===== src/logic/irq_cfg_pkg.sv =====
/* Interrupt configuration package.
   Sizing of vector numbers, vector masks and debounce counters. */
package irq_cfg_pkg;

    // Default log2 of the vector count.
    localparam int IRQ_NUM_POW = 4;

    // Number of interrupt vectors in the default build.
    localparam int IRQ_NUM = 2 ** IRQ_NUM_POW;

    // Width of the per-line debounce counter.
    localparam int DEBOUNCE_W = 8;

    // A vector number, as presented to the CPU.
    typedef logic [IRQ_NUM_POW-1:0] irq_code_t;

    // One bit per vector, used for lines, pending flags and enables.
    typedef logic [IRQ_NUM-1:0] irq_vec_t;

endpackage


===== src/logic/irq_msg_pkg.sv =====
/* MSI message package.
   Opcodes and the message layout seen on the MSI strobe port. */
package irq_msg_pkg;

    // Message opcodes. NOP lets a sender issue a strobe without effect.
    typedef enum logic [1:0] {
        MSI_NOP     = 2'd0,
        MSI_RAISE   = 2'd1,
        MSI_ENABLE  = 2'd2,
        MSI_DISABLE = 2'd3
    } msi_op_e;

    // One message, sampled while the strobe is high.
    typedef struct packed {
        msi_op_e               op;
        irq_cfg_pkg::irq_code_t code;
    } msi_msg_t;

endpackage


===== src/logic/irq_adapter.sv =====
/* Interrupt adapter.
   Latches line edges and MSIs as pending flags and serves the lowest vector. */
`timescale 1ns/10ps

module irq_adapter #(
    parameter int IRQ_NUM_POW = 4
) (
    input  logic                   clk_i,
    input  logic                   rst_i,
    input  irq_cfg_pkg::irq_vec_t  irq_debounced_i,
    input  logic                   msi_req_i,
    input  irq_cfg_pkg::irq_code_t msi_code_i,
    input  logic                   irq_ack_i,
    output logic                   irq_req_o,
    output irq_cfg_pkg::irq_code_t irq_code_o
);

    localparam int IRQ_NUM = 2 ** IRQ_NUM_POW;

    irq_cfg_pkg::irq_vec_t  irq_buf0;
    irq_cfg_pkg::irq_vec_t  irq_buf1;
    irq_cfg_pkg::irq_vec_t  irq_posedge;
    irq_cfg_pkg::irq_vec_t  irq_flags;
    irq_cfg_pkg::irq_vec_t  irq_flags_d;
    logic                   prior_req;
    irq_cfg_pkg::irq_code_t prior_code;

    // Rising edges of the debounced lines.
    always_comb
    begin
        irq_posedge = irq_buf0 & ~irq_buf1;
    end

    // Next pending set. An MSI set is applied last so it beats an
    // acknowledge aimed at the same vector.
    always_comb
    begin
        irq_flags_d = irq_flags | irq_posedge;
        if (irq_ack_i)
            irq_flags_d[irq_code_o] = 1'b0;
        if (msi_req_i)
            irq_flags_d[msi_code_i] = 1'b1;
    end

    // Priority search. Scanning downwards leaves the lowest pending vector,
    // and vector 0 competes like any other.
    always_comb
    begin
        prior_req  = 1'b0;
        prior_code = '0;
        for (int i = IRQ_NUM - 1; i >= 0; i--)
        begin
            if (irq_flags[i])
            begin
                prior_req  = 1'b1;
                prior_code = irq_cfg_pkg::irq_code_t'(i);
            end
        end
    end

    always_ff @(posedge clk_i)
    begin
        if (rst_i)
        begin
            irq_buf0   <= '0;
            irq_buf1   <= '0;
            irq_flags  <= '0;
            irq_req_o  <= 1'b0;
            irq_code_o <= '0;
        end
        else
        begin
            irq_buf0   <= irq_debounced_i;
            irq_buf1   <= irq_buf0;
            irq_flags  <= irq_flags_d;
            // The request trails the flags by one cycle.
            irq_req_o  <= prior_req;
            irq_code_o <= prior_code;
        end
    end

endmodule


===== src/logic/irq_debouncer.sv =====
/* Interrupt line debouncer.
   Passes each raw line on only after it has been stable long enough. */
`timescale 1ns/10ps

module irq_debouncer #(
    parameter int IRQ_NUM_POW     = 4,
    parameter int DEBOUNCE_CYCLES = 4
) (
    input  logic                  clk_i,
    input  logic                  rst_i,
    input  irq_cfg_pkg::irq_vec_t irq_raw_i,
    output irq_cfg_pkg::irq_vec_t irq_debounced_o
);

    localparam int IRQ_NUM = 2 ** IRQ_NUM_POW;

    typedef logic [irq_cfg_pkg::DEBOUNCE_W-1:0] cnt_t;

    // The output flips on the cycle the counter would reach this value.
    localparam cnt_t CNT_LAST = cnt_t'(DEBOUNCE_CYCLES - 1);

    irq_cfg_pkg::irq_vec_t sync0_q;
    irq_cfg_pkg::irq_vec_t sync1_q;
    irq_cfg_pkg::irq_vec_t armed_q;
    irq_cfg_pkg::irq_vec_t line_diff;
    cnt_t                  cnt_q [IRQ_NUM];

    // Two-stage synchronizer for the asynchronous raw lines.
    always_ff @(posedge clk_i)
    begin
        sync0_q <= irq_raw_i;
        sync1_q <= sync0_q;
    end

    // A line that is not armed yet is treated as if its stable level were high,
    // so it must first settle low before a rise can be passed on.
    always_comb
    begin
        line_diff = sync1_q ^ (irq_debounced_o | ~armed_q);
    end

    always_ff @(posedge clk_i)
    begin
        for (int i = 0; i < IRQ_NUM; i++)
        begin
            if (rst_i)
            begin
                cnt_q[i]           <= '0;
                irq_debounced_o[i] <= 1'b0;
                // Lines held high during reset start disarmed.
                armed_q[i]         <= ~sync1_q[i];
            end
            else if (line_diff[i])
            begin
                if (cnt_q[i] == CNT_LAST)
                begin
                    cnt_q[i] <= '0;
                    if (armed_q[i])
                        irq_debounced_o[i] <= sync1_q[i];
                    else
                        armed_q[i] <= 1'b1;
                end
                else
                begin
                    cnt_q[i] <= cnt_q[i] + 1'b1;
                end
            end
            else
            begin
                cnt_q[i] <= '0; // glitch ended, start over
            end
        end
    end

endmodule


===== src/logic/irq_subsystem_top.sv =====
/* Interrupt front end top level.
   Debouncer and MSI decoder feeding the interrupt adapter. */
`timescale 1ns/10ps

module irq_subsystem_top #(
    parameter int IRQ_NUM_POW     = irq_cfg_pkg::IRQ_NUM_POW,
    parameter int DEBOUNCE_CYCLES = 4
) (
    input  logic                   clk_i,
    input  logic                   rst_i,
    input  irq_cfg_pkg::irq_vec_t  irq_raw_i,
    input  logic                   msi_valid_i,
    input  irq_msg_pkg::msi_msg_t  msi_msg_i,
    input  logic                   irq_ack_i,
    output logic                   irq_req_o,
    output irq_cfg_pkg::irq_code_t irq_code_o
);

    irq_cfg_pkg::irq_vec_t  irq_debounced;
    logic                   msi_req;
    irq_cfg_pkg::irq_code_t msi_code;

    irq_debouncer #(
        .IRQ_NUM_POW     (IRQ_NUM_POW),
        .DEBOUNCE_CYCLES (DEBOUNCE_CYCLES)
    ) i_irq_debouncer (
        .clk_i           (clk_i),
        .rst_i           (rst_i),
        .irq_raw_i       (irq_raw_i),
        .irq_debounced_o (irq_debounced)
    );

    msi_decoder #(
        .IRQ_NUM_POW (IRQ_NUM_POW)
    ) i_msi_decoder (
        .clk_i       (clk_i),
        .rst_i       (rst_i),
        .msi_valid_i (msi_valid_i),
        .msi_msg_i   (msi_msg_i),
        .msi_req_o   (msi_req),
        .msi_code_o  (msi_code)
    );

    irq_adapter #(
        .IRQ_NUM_POW (IRQ_NUM_POW)
    ) i_irq_adapter (
        .clk_i           (clk_i),
        .rst_i           (rst_i),
        .irq_debounced_i (irq_debounced),
        .msi_req_i       (msi_req),
        .msi_code_i      (msi_code),
        .irq_ack_i       (irq_ack_i),
        .irq_req_o       (irq_req_o),
        .irq_code_o      (irq_code_o)
    );

endmodule


===== src/logic/msi_decoder.sv =====
/* MSI message decoder.
   Keeps the per-vector enable mask and forwards raises of enabled vectors. */
`timescale 1ns/10ps

module msi_decoder #(
    parameter int IRQ_NUM_POW = 4
) (
    input  logic                   clk_i,
    input  logic                   rst_i,
    input  logic                   msi_valid_i,
    input  irq_msg_pkg::msi_msg_t  msi_msg_i,
    output logic                   msi_req_o,
    output irq_cfg_pkg::irq_code_t msi_code_o
);

    localparam int IRQ_NUM = 2 ** IRQ_NUM_POW;

    logic [IRQ_NUM-1:0]     enable_q;
    irq_cfg_pkg::irq_code_t msg_code;
    logic                   msg_enabled;

    always_comb
    begin
        msg_code    = msi_msg_i.code;
        msg_enabled = enable_q[msg_code];
    end

    always_ff @(posedge clk_i)
    begin
        if (rst_i)
        begin
            enable_q   <= '0;
            msi_req_o  <= 1'b0;
            msi_code_o <= '0;
        end
        else
        begin
            // The raise strobe lasts exactly one cycle.
            msi_req_o <= 1'b0;
            if (msi_valid_i)
            begin
                case (msi_msg_i.op)
                    irq_msg_pkg::MSI_ENABLE:
                    begin
                        enable_q[msg_code] <= 1'b1;
                    end
                    irq_msg_pkg::MSI_DISABLE:
                    begin
                        enable_q[msg_code] <= 1'b0;
                    end
                    irq_msg_pkg::MSI_RAISE:
                    begin
                        // Raises of masked vectors are dropped, not remembered.
                        if (msg_enabled)
                        begin
                            msi_req_o  <= 1'b1;
                            msi_code_o <= msg_code;
                        end
                    end
                    default:
                    begin
                        msi_req_o <= 1'b0;
                    end
                endcase
            end
        end
    end

endmodule


===== config.mk =====
export PLATFORM = sky130hd
export DESIGN_NAME = irq_subsystem_top
export DESIGN_NICKNAME = d
export VERILOG_FILES = /design/src/logic/irq_cfg_pkg.sv /design/src/logic/irq_msg_pkg.sv /design/src/logic/irq_adapter.sv /design/src/logic/irq_debouncer.sv /design/src/logic/irq_subsystem_top.sv /design/src/logic/msi_decoder.sv
export SDC_FILE = /design/constraint.sdc
export NUM_CORES = 1
export LEC_CHECK = 0
export BUFFER_PORTS_ARGS = -buffer_cell sky130_fd_sc_hd__buf_2
export CAP_MARGIN = 5
export CORE_ASPECT_RATIO = 1.1
export CORE_MARGIN = 2
export CORE_UTILIZATION = 55
export CTS_BUF_LIST = sky130_fd_sc_hd__clkbuf_4 sky130_fd_sc_hd__clkbuf_8 sky130_fd_sc_hd__clkbuf_16
export DETAILED_ROUTE_END_ITERATION = 10
export PLACE_DENSITY = 0.74
export REMOVE_ABC_BUFFERS = 1
export SYNTH_ARGS = -nofsm -noshare
export SYNTH_HDL_FRONTEND = slang
export SYNTH_SLANG_ARGS = --single-unit
export TNS_END_PERCENT = 50

===== constraint.sdc =====
create_clock -name clk_i -period 1.7 [get_ports clk_i]
set_input_delay 0.085 -clock clk_i [delete_from_list [all_inputs] [get_ports clk_i]]
set_output_delay 0.085 -clock clk_i [all_outputs]
set_load 0.01 [all_outputs]

==> results of run 1 <==
## metal layers
layer	vias to the layer above	wire (microns)	GRT usage
met5	-	0	0
met4	0	370	0.0542
met3	34	725	0.0315
met2	116	10500	0.326
met1	3824	9180	0.237
li1	4151	-	-
## flip-flops by register name, summed over array words and instances (netlist names), 16 cells and up, named ones only
register,flops
i_irq_debouncer.irq_debounced_o,16
i_irq_debouncer.sync1_q,16
i_irq_adapter.irq_buf0,16
i_irq_adapter.irq_buf1,16
i_irq_debouncer.sync0_q,16
i_irq_debouncer.armed_q,16
i_irq_adapter.irq_flags,16
i_irq_debouncer.cnt_q,128
## worst paths after layout
path,endpoint,cells past startpoint,startpoint,slack (ns)
setup / recovery,i_irq_debouncer.cnt_q[0][39]$_SDFFCE_PP0P_,5,i_irq_debouncer.cnt_q[0][32]$_SDFFCE_PP0P_,-0.11
hold / removal,flop,2,msi_msg_i[5],0.04
setup reg to reg,i_irq_debouncer.cnt_q[0][39]$_SDFFCE_PP0P_,5,i_irq_debouncer.cnt_q[0][32]$_SDFFCE_PP0P_,-0.11
hold reg to reg,i_irq_debouncer.sync1_q[13]$_DFF_P_,0,i_irq_debouncer.sync0_q[13]$_DFF_P_,0.33
## cells in the mapped netlist (2+ instances only)
| library cell | n |
|---|---|
| nand2_2 | 2 |
| nand2b_1 | 5 |
| inv_1 | 21 |
| or4b_1 | 8 |
| or3b_1 | 2 |
| nand3_1 | 78 |
| and3_1 | 32 |
| nand4_1 | 2 |
| buf_2 | 9 |
| clkbuf_1 | 15 |
| nor4b_4 | 2 |
| buf_6 | 4 |
| nor2b_1 | 70 |
| a21bo_2 | 3 |
| a21o_2 | 2 |
| or3b_2 | 6 |
| dfxtp_1 | 122 |
| ha_1 | 16 |
| a21o_1 | 14 |
| or2_2 | 2 |
| o22ai_1 | 16 |
| nor2_1 | 201 |
| nand2_1 | 72 |
| xnor2_1 | 46 |
| o31ai_1 | 2 |
| xor2_1 | 66 |
| nor4_2 | 7 |
| nand4b_1 | 3 |
| a21oi_1 | 26 |
| or4_4 | 2 |
| a311oi_1 | 13 |
| nor3b_1 | 2 |
| buf_1 | 2 |
| nor3_1 | 6 |
| mux2i_1 | 28 |
| nor4_1 | 9 |
| or4_1 | 2 |
| edfxtp_1 | 144 |
| a22oi_1 | 2 |
## layout by cell type, fill, tap and decap left out, drive strengths merged, types with 2 or more instances in the layout
master       count
nand4b           3
nand2           74
buf            117
ha              16
clkbuf          41
mux2i           28
xnor2           46
nor3b            2
nor2b           70
edfxtp         144
conb           128
a21bo            3
or3b             8
nor3             6
xor2            66
clkinv          10
a22oi            2
or2              2
or4              4
nor4b            2
nand2b           5
dfxtp          122
dlygate4sd3     20
a21o            16
o31ai            2
nand4            2
inv             22
a311oi          13
nand3           79
or4b             8
a21oi           26
nor4            16
and3            32
o22ai           16
nor2           201
## cell type report
| cell class | instances | area (sq um) |
|---|---|---|
| flip-flops and latches | 266 | 6770 |
| clock inverters | 11 | 60.1 |
| clock buffers | 41 | 870 |
| fillers | 1575 | 6190 |
| inverters | 21 | 78.8 |
| well taps | 256 | 320 |
| repair buffers | 137 | 1010 |
| multi-input cells | 884 | 5350 |
## power by group through the flow
stage               clock [uW]  sequential [uW]  combinational, uW
global placement             0             7410                868
finish                    5950             7300               1010
global route              6340             7340               1140
floorplan                    0             7390                527
detailed placement           0             7420                892
CTS                       6100             7300                957
## cell families (layout without fill, tap and decap cells)
logic type               after synthesis  count (layout)  synth area share
AO/OA/AOI/OAI                         84              84            0.0493
XOR/XNOR                             112             112            0.0842
adder cells (fa/ha/maj)               16              16            0.0172
buffers and inverters                 52             210            0.0206
flip-flops                           266             266             0.581
multiplexers                          28              28            0.0241
other                                  1             128          0.000322
AND/OR/NAND/NOR                      516             516             0.223
## worst register-to-register path: cells and delay by family, from the launching register on
family	cells	cell delay, ns
AND/OR/NAND/NOR	4	1.01
adder cells (fa/ha/maj)	1	0.19
flip-flops	1	0.36
## per-stage QoR
stage | utilization | hold slack [ns] | setup WS [ns]
finish | 0.700 | 0.0439 | -0.108
global route | 0.700 | 0.0445 | -0.223
CTS | 0.691 | 0.00145 | -0.0974
detailed placement | 0.630 | 0.189 | -0.155
global placement | 0.630 | 0.187 | -0.113
floorplan | - | 0.113 | -0.122
## timing repair
item | 4_1_cts | 5_1_grt
pin swaps | 43 | 19
endpoints found under the hold margin | 27 | 0
setup buffers | 2 | 9
hold buffers | 20 | 0
endpoints found under the setup margin | 99 | 137
gates resized for setup | 28 | 38
==> results.toml, run 1 <==
[sta]
timing.final.ws_setup_ns = -0.108
rsz0062_at_grt = "true"
period_needed_ns = 1.81
finalHoldViolations = 0
final_min_period_over_clock_period = 1.06
report.final.setup_viol = 86
fin_tns_setup_ns = -4.77
maxSlewHeadroom = 0.565
max_freq_ghz = 0.553
tightest_slew_ns = 0.652
slew_violations = 0
skew_ns = 0.00767

[clock_tree]
clk_pin_slew_ns = 0.06
htreeDepth = 1
cts_tree = "done"
clock_path_buffers = 3
clk_latency_ns = 0.53
cts_root_buffer = "clkbuf_16"
clock-sinks = 266
numCtsBuffers = 28

[die]
fp.dieArea_sq_um = 22400
coreArea_sq_um = 20600
rows = 55
die_h_microns = 157
ios = 31
die_w_microns = 143
start_util = 0.564

[placement]
io_buffers = 30
hpwl_microns = 13800
place_area_sq_um = 13000
routabilityCongestion = 0.876
placed_cells = 1533

[synth]
synthFlopType = "edfxtp_1"
synth_edf_count = 144
ys_warn_count = 0
yosysSeqAreaShare = 0.581
synthArstFlopShare = 0
yosysUniqueCellTypes = 50
syn_inst = 1075
ys_top_cells_by_area = "edfxtp_1 (37%), dfxtp_1 (21%), nor2_1 (6.5%)"
synth_area_leader_cell = "edfxtp_1"
avgSynthCellArea_sq_um = 10.8
synthesis.area_sq_um = 11600
ys_ff_latch = 266
yosysTopAreaCellShare = 0.371

[power_and_ir_drop]
p_seq_frac = 0.512
swShare = 0.222
power.total_uw = 14300
comb_power_share = 0.071
peakVddDrop_mv = 0.894
power.leakage_uw = 0.00588
powerDensity_nw_per_um2 = 987
power.share.clock = 0.417
p_int_uw = 11100
p_sw_uw = 3160

[worst_setup_path]
critPathSlowestCell = "or4b_4"
setup.worst_path.start_class = "flop"
arrival_ns = 2.08
critPathMaxFanout = 8
slowest_delay_ns = 0.47
crit_family = "simple AND/OR/NAND/NOR gates"
required_ns = 1.97
worstSetupPathType = "flop to flop"
path_cells = "ha_2, or4b_4, nor4_4, or3b_4, nor2_1"
worst-path-buf-inv = 0
cp-end-kind = "flop"

[finish]
fin_cells = 1616
areaGrowthSynthToFinish_pct = 24.1
nNetsFinal = 1380
final_area_sq_um = 14500
num_antenna_cells = 0
drive_gt1_frac = 0.183

[routing]
drt_iter0_markers = 369
ant_nets = 0
drt_wl_total_microns = 20700
dr.pass1.iters = 7
wire_per_inst_microns = 12.8
dr_total_vias = 8125
drc_errors = 0
viasPerCell = 5.03

[hold_path]
holdCritPathClass = "input port to flop"

[global_routing]
grt_antenna_before_repair = 0
grt_overflow = 0
grt_pass1_vias = 7844
grt_max_degree = 59
grt_usage = 0.186
grt_pass1_wl_microns = 34600

[job]
maxCapViolations = 0

[outcome]
outcome = "finished with violations"
violations = "negative setup slack"
Power figures use the tool's default switching activity.
==> inputs of run 2 (changes only) <==
--- a/config.mk
+++ b/config.mk
@@ -17,4 +17,4 @@
 export SYNTH_ARGS = -nofsm -noshare
 export SYNTH_HDL_FRONTEND = slang
 export SYNTH_SLANG_ARGS = --single-unit
-export TNS_END_PERCENT = 50
+export TNS_END_PERCENT = 5
==> run 2 against run 1 <==
Compared with the run above: the run still ends with negative setup slack left; clock power about the same; global-route usage about the same; non-clock buffer count down 9; fmax up 0.18%; sequential share of layout area up 0.60 points; final cell count down 0.56%; worst hold slack worse by 0.0036 ns; wire length down 2.3%; total power down 0.49%; core utilization down 0.88 points; critical path type unchanged; critical endpoint is now i_irq_debouncer.cnt_q[0][20]$_SDFFCE_PP0P_; largest cell class unchanged; largest power group unchanged.
==> results.toml, run 2 (synthesis results as in run 1) <==
[die]
start_util = 0.564
die_h_microns = 157
die_w_microns = 143
ios = 31
coreArea_sq_um = 20600
rows = 55
fp.dieArea_sq_um = 22400

[finish]
fin_cells = 1607
nNetsFinal = 1371
fillCellCount = 1601
num_antenna_cells = 0
largest_reg_flops = 128
drive_gt1_frac = 0.152
final_common_cell = "nor2_1"
layout_common_cells = "nor2_1 (201), edfxtp_1 (144), conb_1 (128), dfxtp_1 (122), buf_4 (79)"
areaGrowthSynthToFinish_pct = 22.6
top_register = "i_irq_debouncer.cnt_q"

[clock_tree]
cts_tree = "done"
numCtsBuffers = 28
clk_latency_ns = 0.53
htreeDepth = 1
clock-sinks = 266
clock_path_buffers = 3
cts_root_buffer = "clkbuf_16"
clk_pin_slew_ns = 0.06

[hold_path]
holdCritPathClass = "input port to flop"
hp-start = "msi_msg_i[5]"

[sta]
timing.final.ws_setup_ns = -0.105
skew_ns = 0.00818
whs_ns = 0.0403
tightest_slew_ns = 0.647
finalHoldViolations = 0
rsz0062_at_grt = "true"
period_needed_ns = 1.81
final_min_period_over_clock_period = 1.06
report.final.setup_viol = 77
slew_violations = 0
max_freq_ghz = 0.554
maxSlewHeadroom = 0.568

[routing]
wire_per_inst_microns = 12.6
viasPerCell = 5.00
dr_total_vias = 8032
dr.pass1.iters = 7
drc_errors = 0
wl_met1_microns = 9040
drt_iter0_markers = 284
top_layer = "met4"
drt_wl_total_microns = 20200
ant_nets = 0
route.met2.wl_microns = 10100
met3_length_microns = 735

[worst_setup_path]
setup.worst_path.start_class = "flop"
critPathMaxFanout = 8
arrival_ns = 2.09
slowest_delay_ns = 0.56
path_cells = "or4_4, nor4b_4, nor2_1, nand2_2, nor2_1"
critPathSlowestCell = "or4_4"
required_ns = 1.98
worstSetupStartpoint = "i_irq_debouncer.cnt_q[0][22]$_SDFFCE_PP0P_"
worstSetupPathType = "flop to flop"
regToRegStartpoint = "i_irq_debouncer.cnt_q[0][22]$_SDFFCE_PP0P_"
cp-end-kind = "flop"
rrSetupSlack_ns = -0.11
path_common_cell = "nor2_1"

[power_and_ir_drop]
powerDensity_nw_per_um2 = 995
power.total_uw = 14200
peakVddDrop_mv = 0.893
power.leakage_uw = 0.00583

[outcome]
outcome = "finished with violations"
violations = "negative setup slack"

[placement]
hpwl_microns = 13800
placed_cells = 1533
io_buffers = 30
post-place-ws_ns = -0.155
routabilityCongestion = 0.876

[global_routing]
grt_pass1_wl_microns = 34600
grt_max_degree = 59
grt_pass1_vias = 7852
grt_usage = 0.185
grt_overflow = 0
grt_antenna_before_repair = 0

[job]
maxCapViolations = 0
==> run 2: final timing paths <==
path | to | depth (start not counted)
setup / recovery | i_irq_debouncer.cnt_q[0][20]$_SDFFCE_PP0P_ | 5
hold / removal | flop | 2
setup reg to reg | i_irq_debouncer.cnt_q[0][20]$_SDFFCE_PP0P_ | 5
hold reg to reg | i_irq_debouncer.sync1_q[13]$_DFF_P_ | 0
==> run 2: report_power, final <==
part           total (uW)  switching (uW)  internal [uW]
sequential           7300             219           7080
combinational         961             509            452
clock                5940            2390           3550
total               14200            3120          11100
==> run 2: worst max-delay path: cells and delay by family (launching register included) <==
family / cells / cell delay (ns)
and+or+nand+nor: 5 / 1.19
DFF: 1 / 0.38
==> run 2: final cells by class <==
| cell class | instances | area, sq um | area share |
|---|---|---|---|
| inverters | 21 | 78.8 | 0.00552 |
| clock buffers | 41 | 870 | 0.0609 |
| flip-flops and latches | 266 | 6770 | 0.474 |
| clock inverters | 11 | 60.1 | 0.00421 |
| repair buffers | 128 | 938 | 0.0658 |
| well taps | 256 | 320 | 0.0224 |
| multi-input cells | 884 | 5240 | 0.367 |
==> run 2: stage by stage <==
stage	util	instance area [sq um]	setup TNS [ns]
finish	0.691	14300	-2.68
global route	0.691	14300	-11.93
CTS	0.689	14200	-3.35
detailed placement	0.630	13000	-9.28
global placement	0.630	13000	-4.83
floorplan	-	12000	-5.37
==> run 2: per-layer routing <==
metal,global-route usage,vias up
met1,0.237,3750
met4,0.0542,0
met5,0,-
met3,0.0315,34
li1,-,4132
met2,0.325,116
==> run 2: what timing repair did <==
action,in CTS,in global routing
hold endpoints to repair,27,0
hold buffers,20,0
resized for setup,20,8
setup buffers,1,1
pin swaps,26,4
endpoints found under the setup margin,99,137
==> inputs of run 3 (changes only) <==
--- a/config.mk
+++ b/config.mk
@@ -5,6 +5,7 @@
 export SDC_FILE = /design/constraint.sdc
 export NUM_CORES = 1
 export LEC_CHECK = 0
+export ABC_AREA = 1
 export BUFFER_PORTS_ARGS = -buffer_cell sky130_fd_sc_hd__buf_2
 export CAP_MARGIN = 5
 export CORE_ASPECT_RATIO = 1.1
==> run 3 against run 2 <==
Compared with the run above: the flow now finishes without violations; first-iteration DRC count up 51%; clock power shrank 3%; sequential cell count is the same; critical path type is now input port to flop; sequential share of layout area up 0.28 points.
==> results.toml, run 3 <==
[finish]
areaGrowthSynthToFinish_pct = 21.4
fillCellCount = 1647
num_antenna_cells = 0
drive_gt1_frac = 0.108
top_register = "i_irq_debouncer.cnt_q"
largest_reg_flops = 128
layout_common_cells = "nand2_1 (208), inv_1 (194), nor2_1 (177), edfxtp_1 (144), conb_1 (128)"
final_common_cell = "nand2_1"
nNetsFinal = 1569

[routing]
drc_errors = 0
wire_per_inst_microns = 11.4
dr.pass1.iters = 5
drt_wl_total_microns = 20900
ant_nets = 0
drt_iter0_markers = 430
viasPerCell = 4.88
dr_total_vias = 8933

[die]
ios = 31
die_h_microns = 157
coreArea_sq_um = 20700
rows = 55
die_w_microns = 143
fp.dieArea_sq_um = 22400
start_util = 0.564

[clock_tree]
clock_path_buffers = 3
clk_pin_slew_ns = 0.06
cts_tree = "done"
cts_root_buffer = "clkbuf_16"
htreeDepth = 1
clk_latency_ns = 0.53
clock-sinks = 266
numCtsBuffers = 27

[synth]
synth_area_leader_cell = "edfxtp_1"
ys_top_cells_by_area = "edfxtp_1 (37%), dfxtp_1 (21%), nand2_1 (7.0%)"
ys_warn_count = 0
ys_ff_latch = 266
synthArstFlopShare = 0
syn_inst = 1299
yosysUniqueCellTypes = 35
avgSynthCellArea_sq_um = 8.99
yosysSeqAreaShare = 0.579
synth_edf_count = 144
yosys-top-cells-count = "nand2_1 (218), inv_1 (194), nor2_1 (180)"
synthesis.area_sq_um = 11700
synth.most_common_cell = "nand2_1"
yosysTopAreaCellShare = 0.370
synthFlopType = "edfxtp_1"

[worst_setup_path]
worstSetupPathType = "input port to flop"
critPathMaxFanout = 12
critPathSlowestCell = "dlygate4sd3_1"
cp_num_cells = 8
setup.worst_path.start_class = "input port"
slowest_delay_ns = 0.61
arrival_ns = 2.07
reg2reg_depth = 8
required_ns = 2.10
regToRegStartpoint = "i_irq_debouncer.cnt_q[0][33]$_SDFFCE_PP0P_"
reg2reg_to = "i_irq_debouncer.cnt_q[0][35]$_SDFFCE_PP0P_"
crit_family = "buffers and inverters"
worst-path-buf-inv = 4
path_cells = "dlygate4sd3_1, buf_4, nand2_1, inv_1, nand2_1, nor3_1, dlygate4sd3_1, a31oi_1"
rrSetupSlack_ns = 0.08
cp-end-kind = "flop"

[placement]
routabilityCongestion = 0.852
io_buffers = 30
hpwl_microns = 14400

[global_routing]
grt_overflow = 0
grt_max_degree = 58
grt_pass1_wl_microns = 35500
grt_antenna_before_repair = 0
grt_usage = 0.189
grt_pass1_vias = 8452

[hold_path]
holdPathStages = 5
holdCritPathClass = "input port to flop"
hp-start = "msi_valid_i"

[sta]
finalHoldViolations = 0
max_freq_ghz = 0.599
slew_violations = 0
rsz0062_at_grt = "true"
period_needed_ns = 1.67
tightest_slew_ns = 0.545
final_min_period_over_clock_period = 0.982
report.final.setup_viol = 0
skew_ns = 0.0101
maxSlewHeadroom = 0.634
whs_ns = 0.0533

[job]
maxCapViolations = 0

[power_and_ir_drop]
powerDensity_nw_per_um2 = 981
power.leakage_uw = 0.00588
peakVddDrop_mv = 0.827
power.total_uw = 13900

[outcome]
outcome = "finished clean"
run 3: final cells by class:
class / instances / area, sq um / share of cell area
tap: 285 / 357 / 0.0251
inverter: 196 / 737 / 0.0519
timing repair buffer: 90 / 697 / 0.0491
clock buffer: 41 / 841 / 0.0593
clock inverter: 8 / 43.8 / 0.00309
multi-input combinational: 946 / 4740 / 0.334
sequential: 266 / 6770 / 0.477
run 3: power breakdown:
group          internal (uW)  switching (uW)  leakage, uW  total (uW)
Combinational            340             553      0.00298         894
Clock                   3410            2350     0.000453        5760
Sequential              7070             187      0.00245        7260
Total                  10800            3090      0.00588       13900
run 3: kinds of logic after synthesis:
family,count (synthesis),synth area share
and+or+nand+nor,574,0.218
DFF,266,0.579
buffers and inverters,214,0.0691
AOI/OAI and AO/OA,192,0.0898
xor gates and xnor gates,36,0.0270
adders and majority gates,16,0.0171
other,1,0.000321
run 3: how the worst max path moves through the flow:
stage	startpoint	end	slack, ns
after floorplan	i_irq_debouncer.cnt_q[0][32]$_SDFFCE_PP0P_	i_irq_debouncer.cnt_q[0][39]$_SDFFCE_PP0P_	0.01
after global placement	i_irq_debouncer.cnt_q[0][33]$_SDFFCE_PP0P_	i_irq_debouncer.cnt_q[0][38]$_SDFFCE_PP0P_	0.05
after detailed placement	i_irq_debouncer.cnt_q[0][33]$_SDFFCE_PP0P_	i_irq_debouncer.cnt_q[0][35]$_SDFFCE_PP0P_	-0.04
after CTS	i_irq_debouncer.cnt_q[0][1]$_SDFFCE_PP0P_	i_irq_debouncer.cnt_q[0][6]$_SDFFCE_PP0P_	0.0001
after global routing	i_irq_debouncer.cnt_q[1][40]$_SDFFCE_PP0P_	i_irq_debouncer.armed_q[13]$_SDFFCE_PN1P_	-0.04
final	msi_msg_i[5]	flop	0.03
run 3: timing repair:
item	4_1_cts	5_1_grt
setup buffers	1	0
gates resized for setup	2	39
hold endpoints to repair	34	0
hold buffers	26	0
pin swaps	0	2
endpoints found under the setup margin	7	126
run 3: worst register-to-register path, delay by kind of cell, from the launching register on:
family                     cells  cell delay [ns]
adders and majority gates      1             0.20
buffers and inverters          2             0.19
AOI/OAI and AO/OA              1             0.05
and+or+nand+nor                4             0.54
DFF                            1             0.39
run 3: metal layers:
| layer | vias up | wire [microns] | share of wire | global-route usage |
|---|---|---|---|---|
| li1 | 4641 | - | - | - |
| met1 | 4094 | 9230 | 0.44 | 0.232 |
| met2 | 162 | 10300 | 0.49 | 0.342 |
| met3 | 36 | 955 | 0.046 | 0.0294 |
| met4 | 0 | 428 | 0.020 | 0.0523 |
| met5 | - | 0 | 0 | 0 |
run 3: through the flow:
stage | cell area (sq um) | cells | setup TNS, ns | worst slack, ns | utilization
finish | 14200 | 1832 | 0 | 0.0299 | 0.685
global route | 14200 | 1832 | -0.188 | -0.0384 | 0.685
CTS | 14000 | 1832 | 0 | 0.000124 | 0.678
detailed placement | 12900 | 1756 | -0.145 | -0.0371 | 0.621
global placement | 12900 | 1756 | 0 | 0.0488 | 0.621
floorplan | 12100 | 1408 | 0 | 0.0134 | -
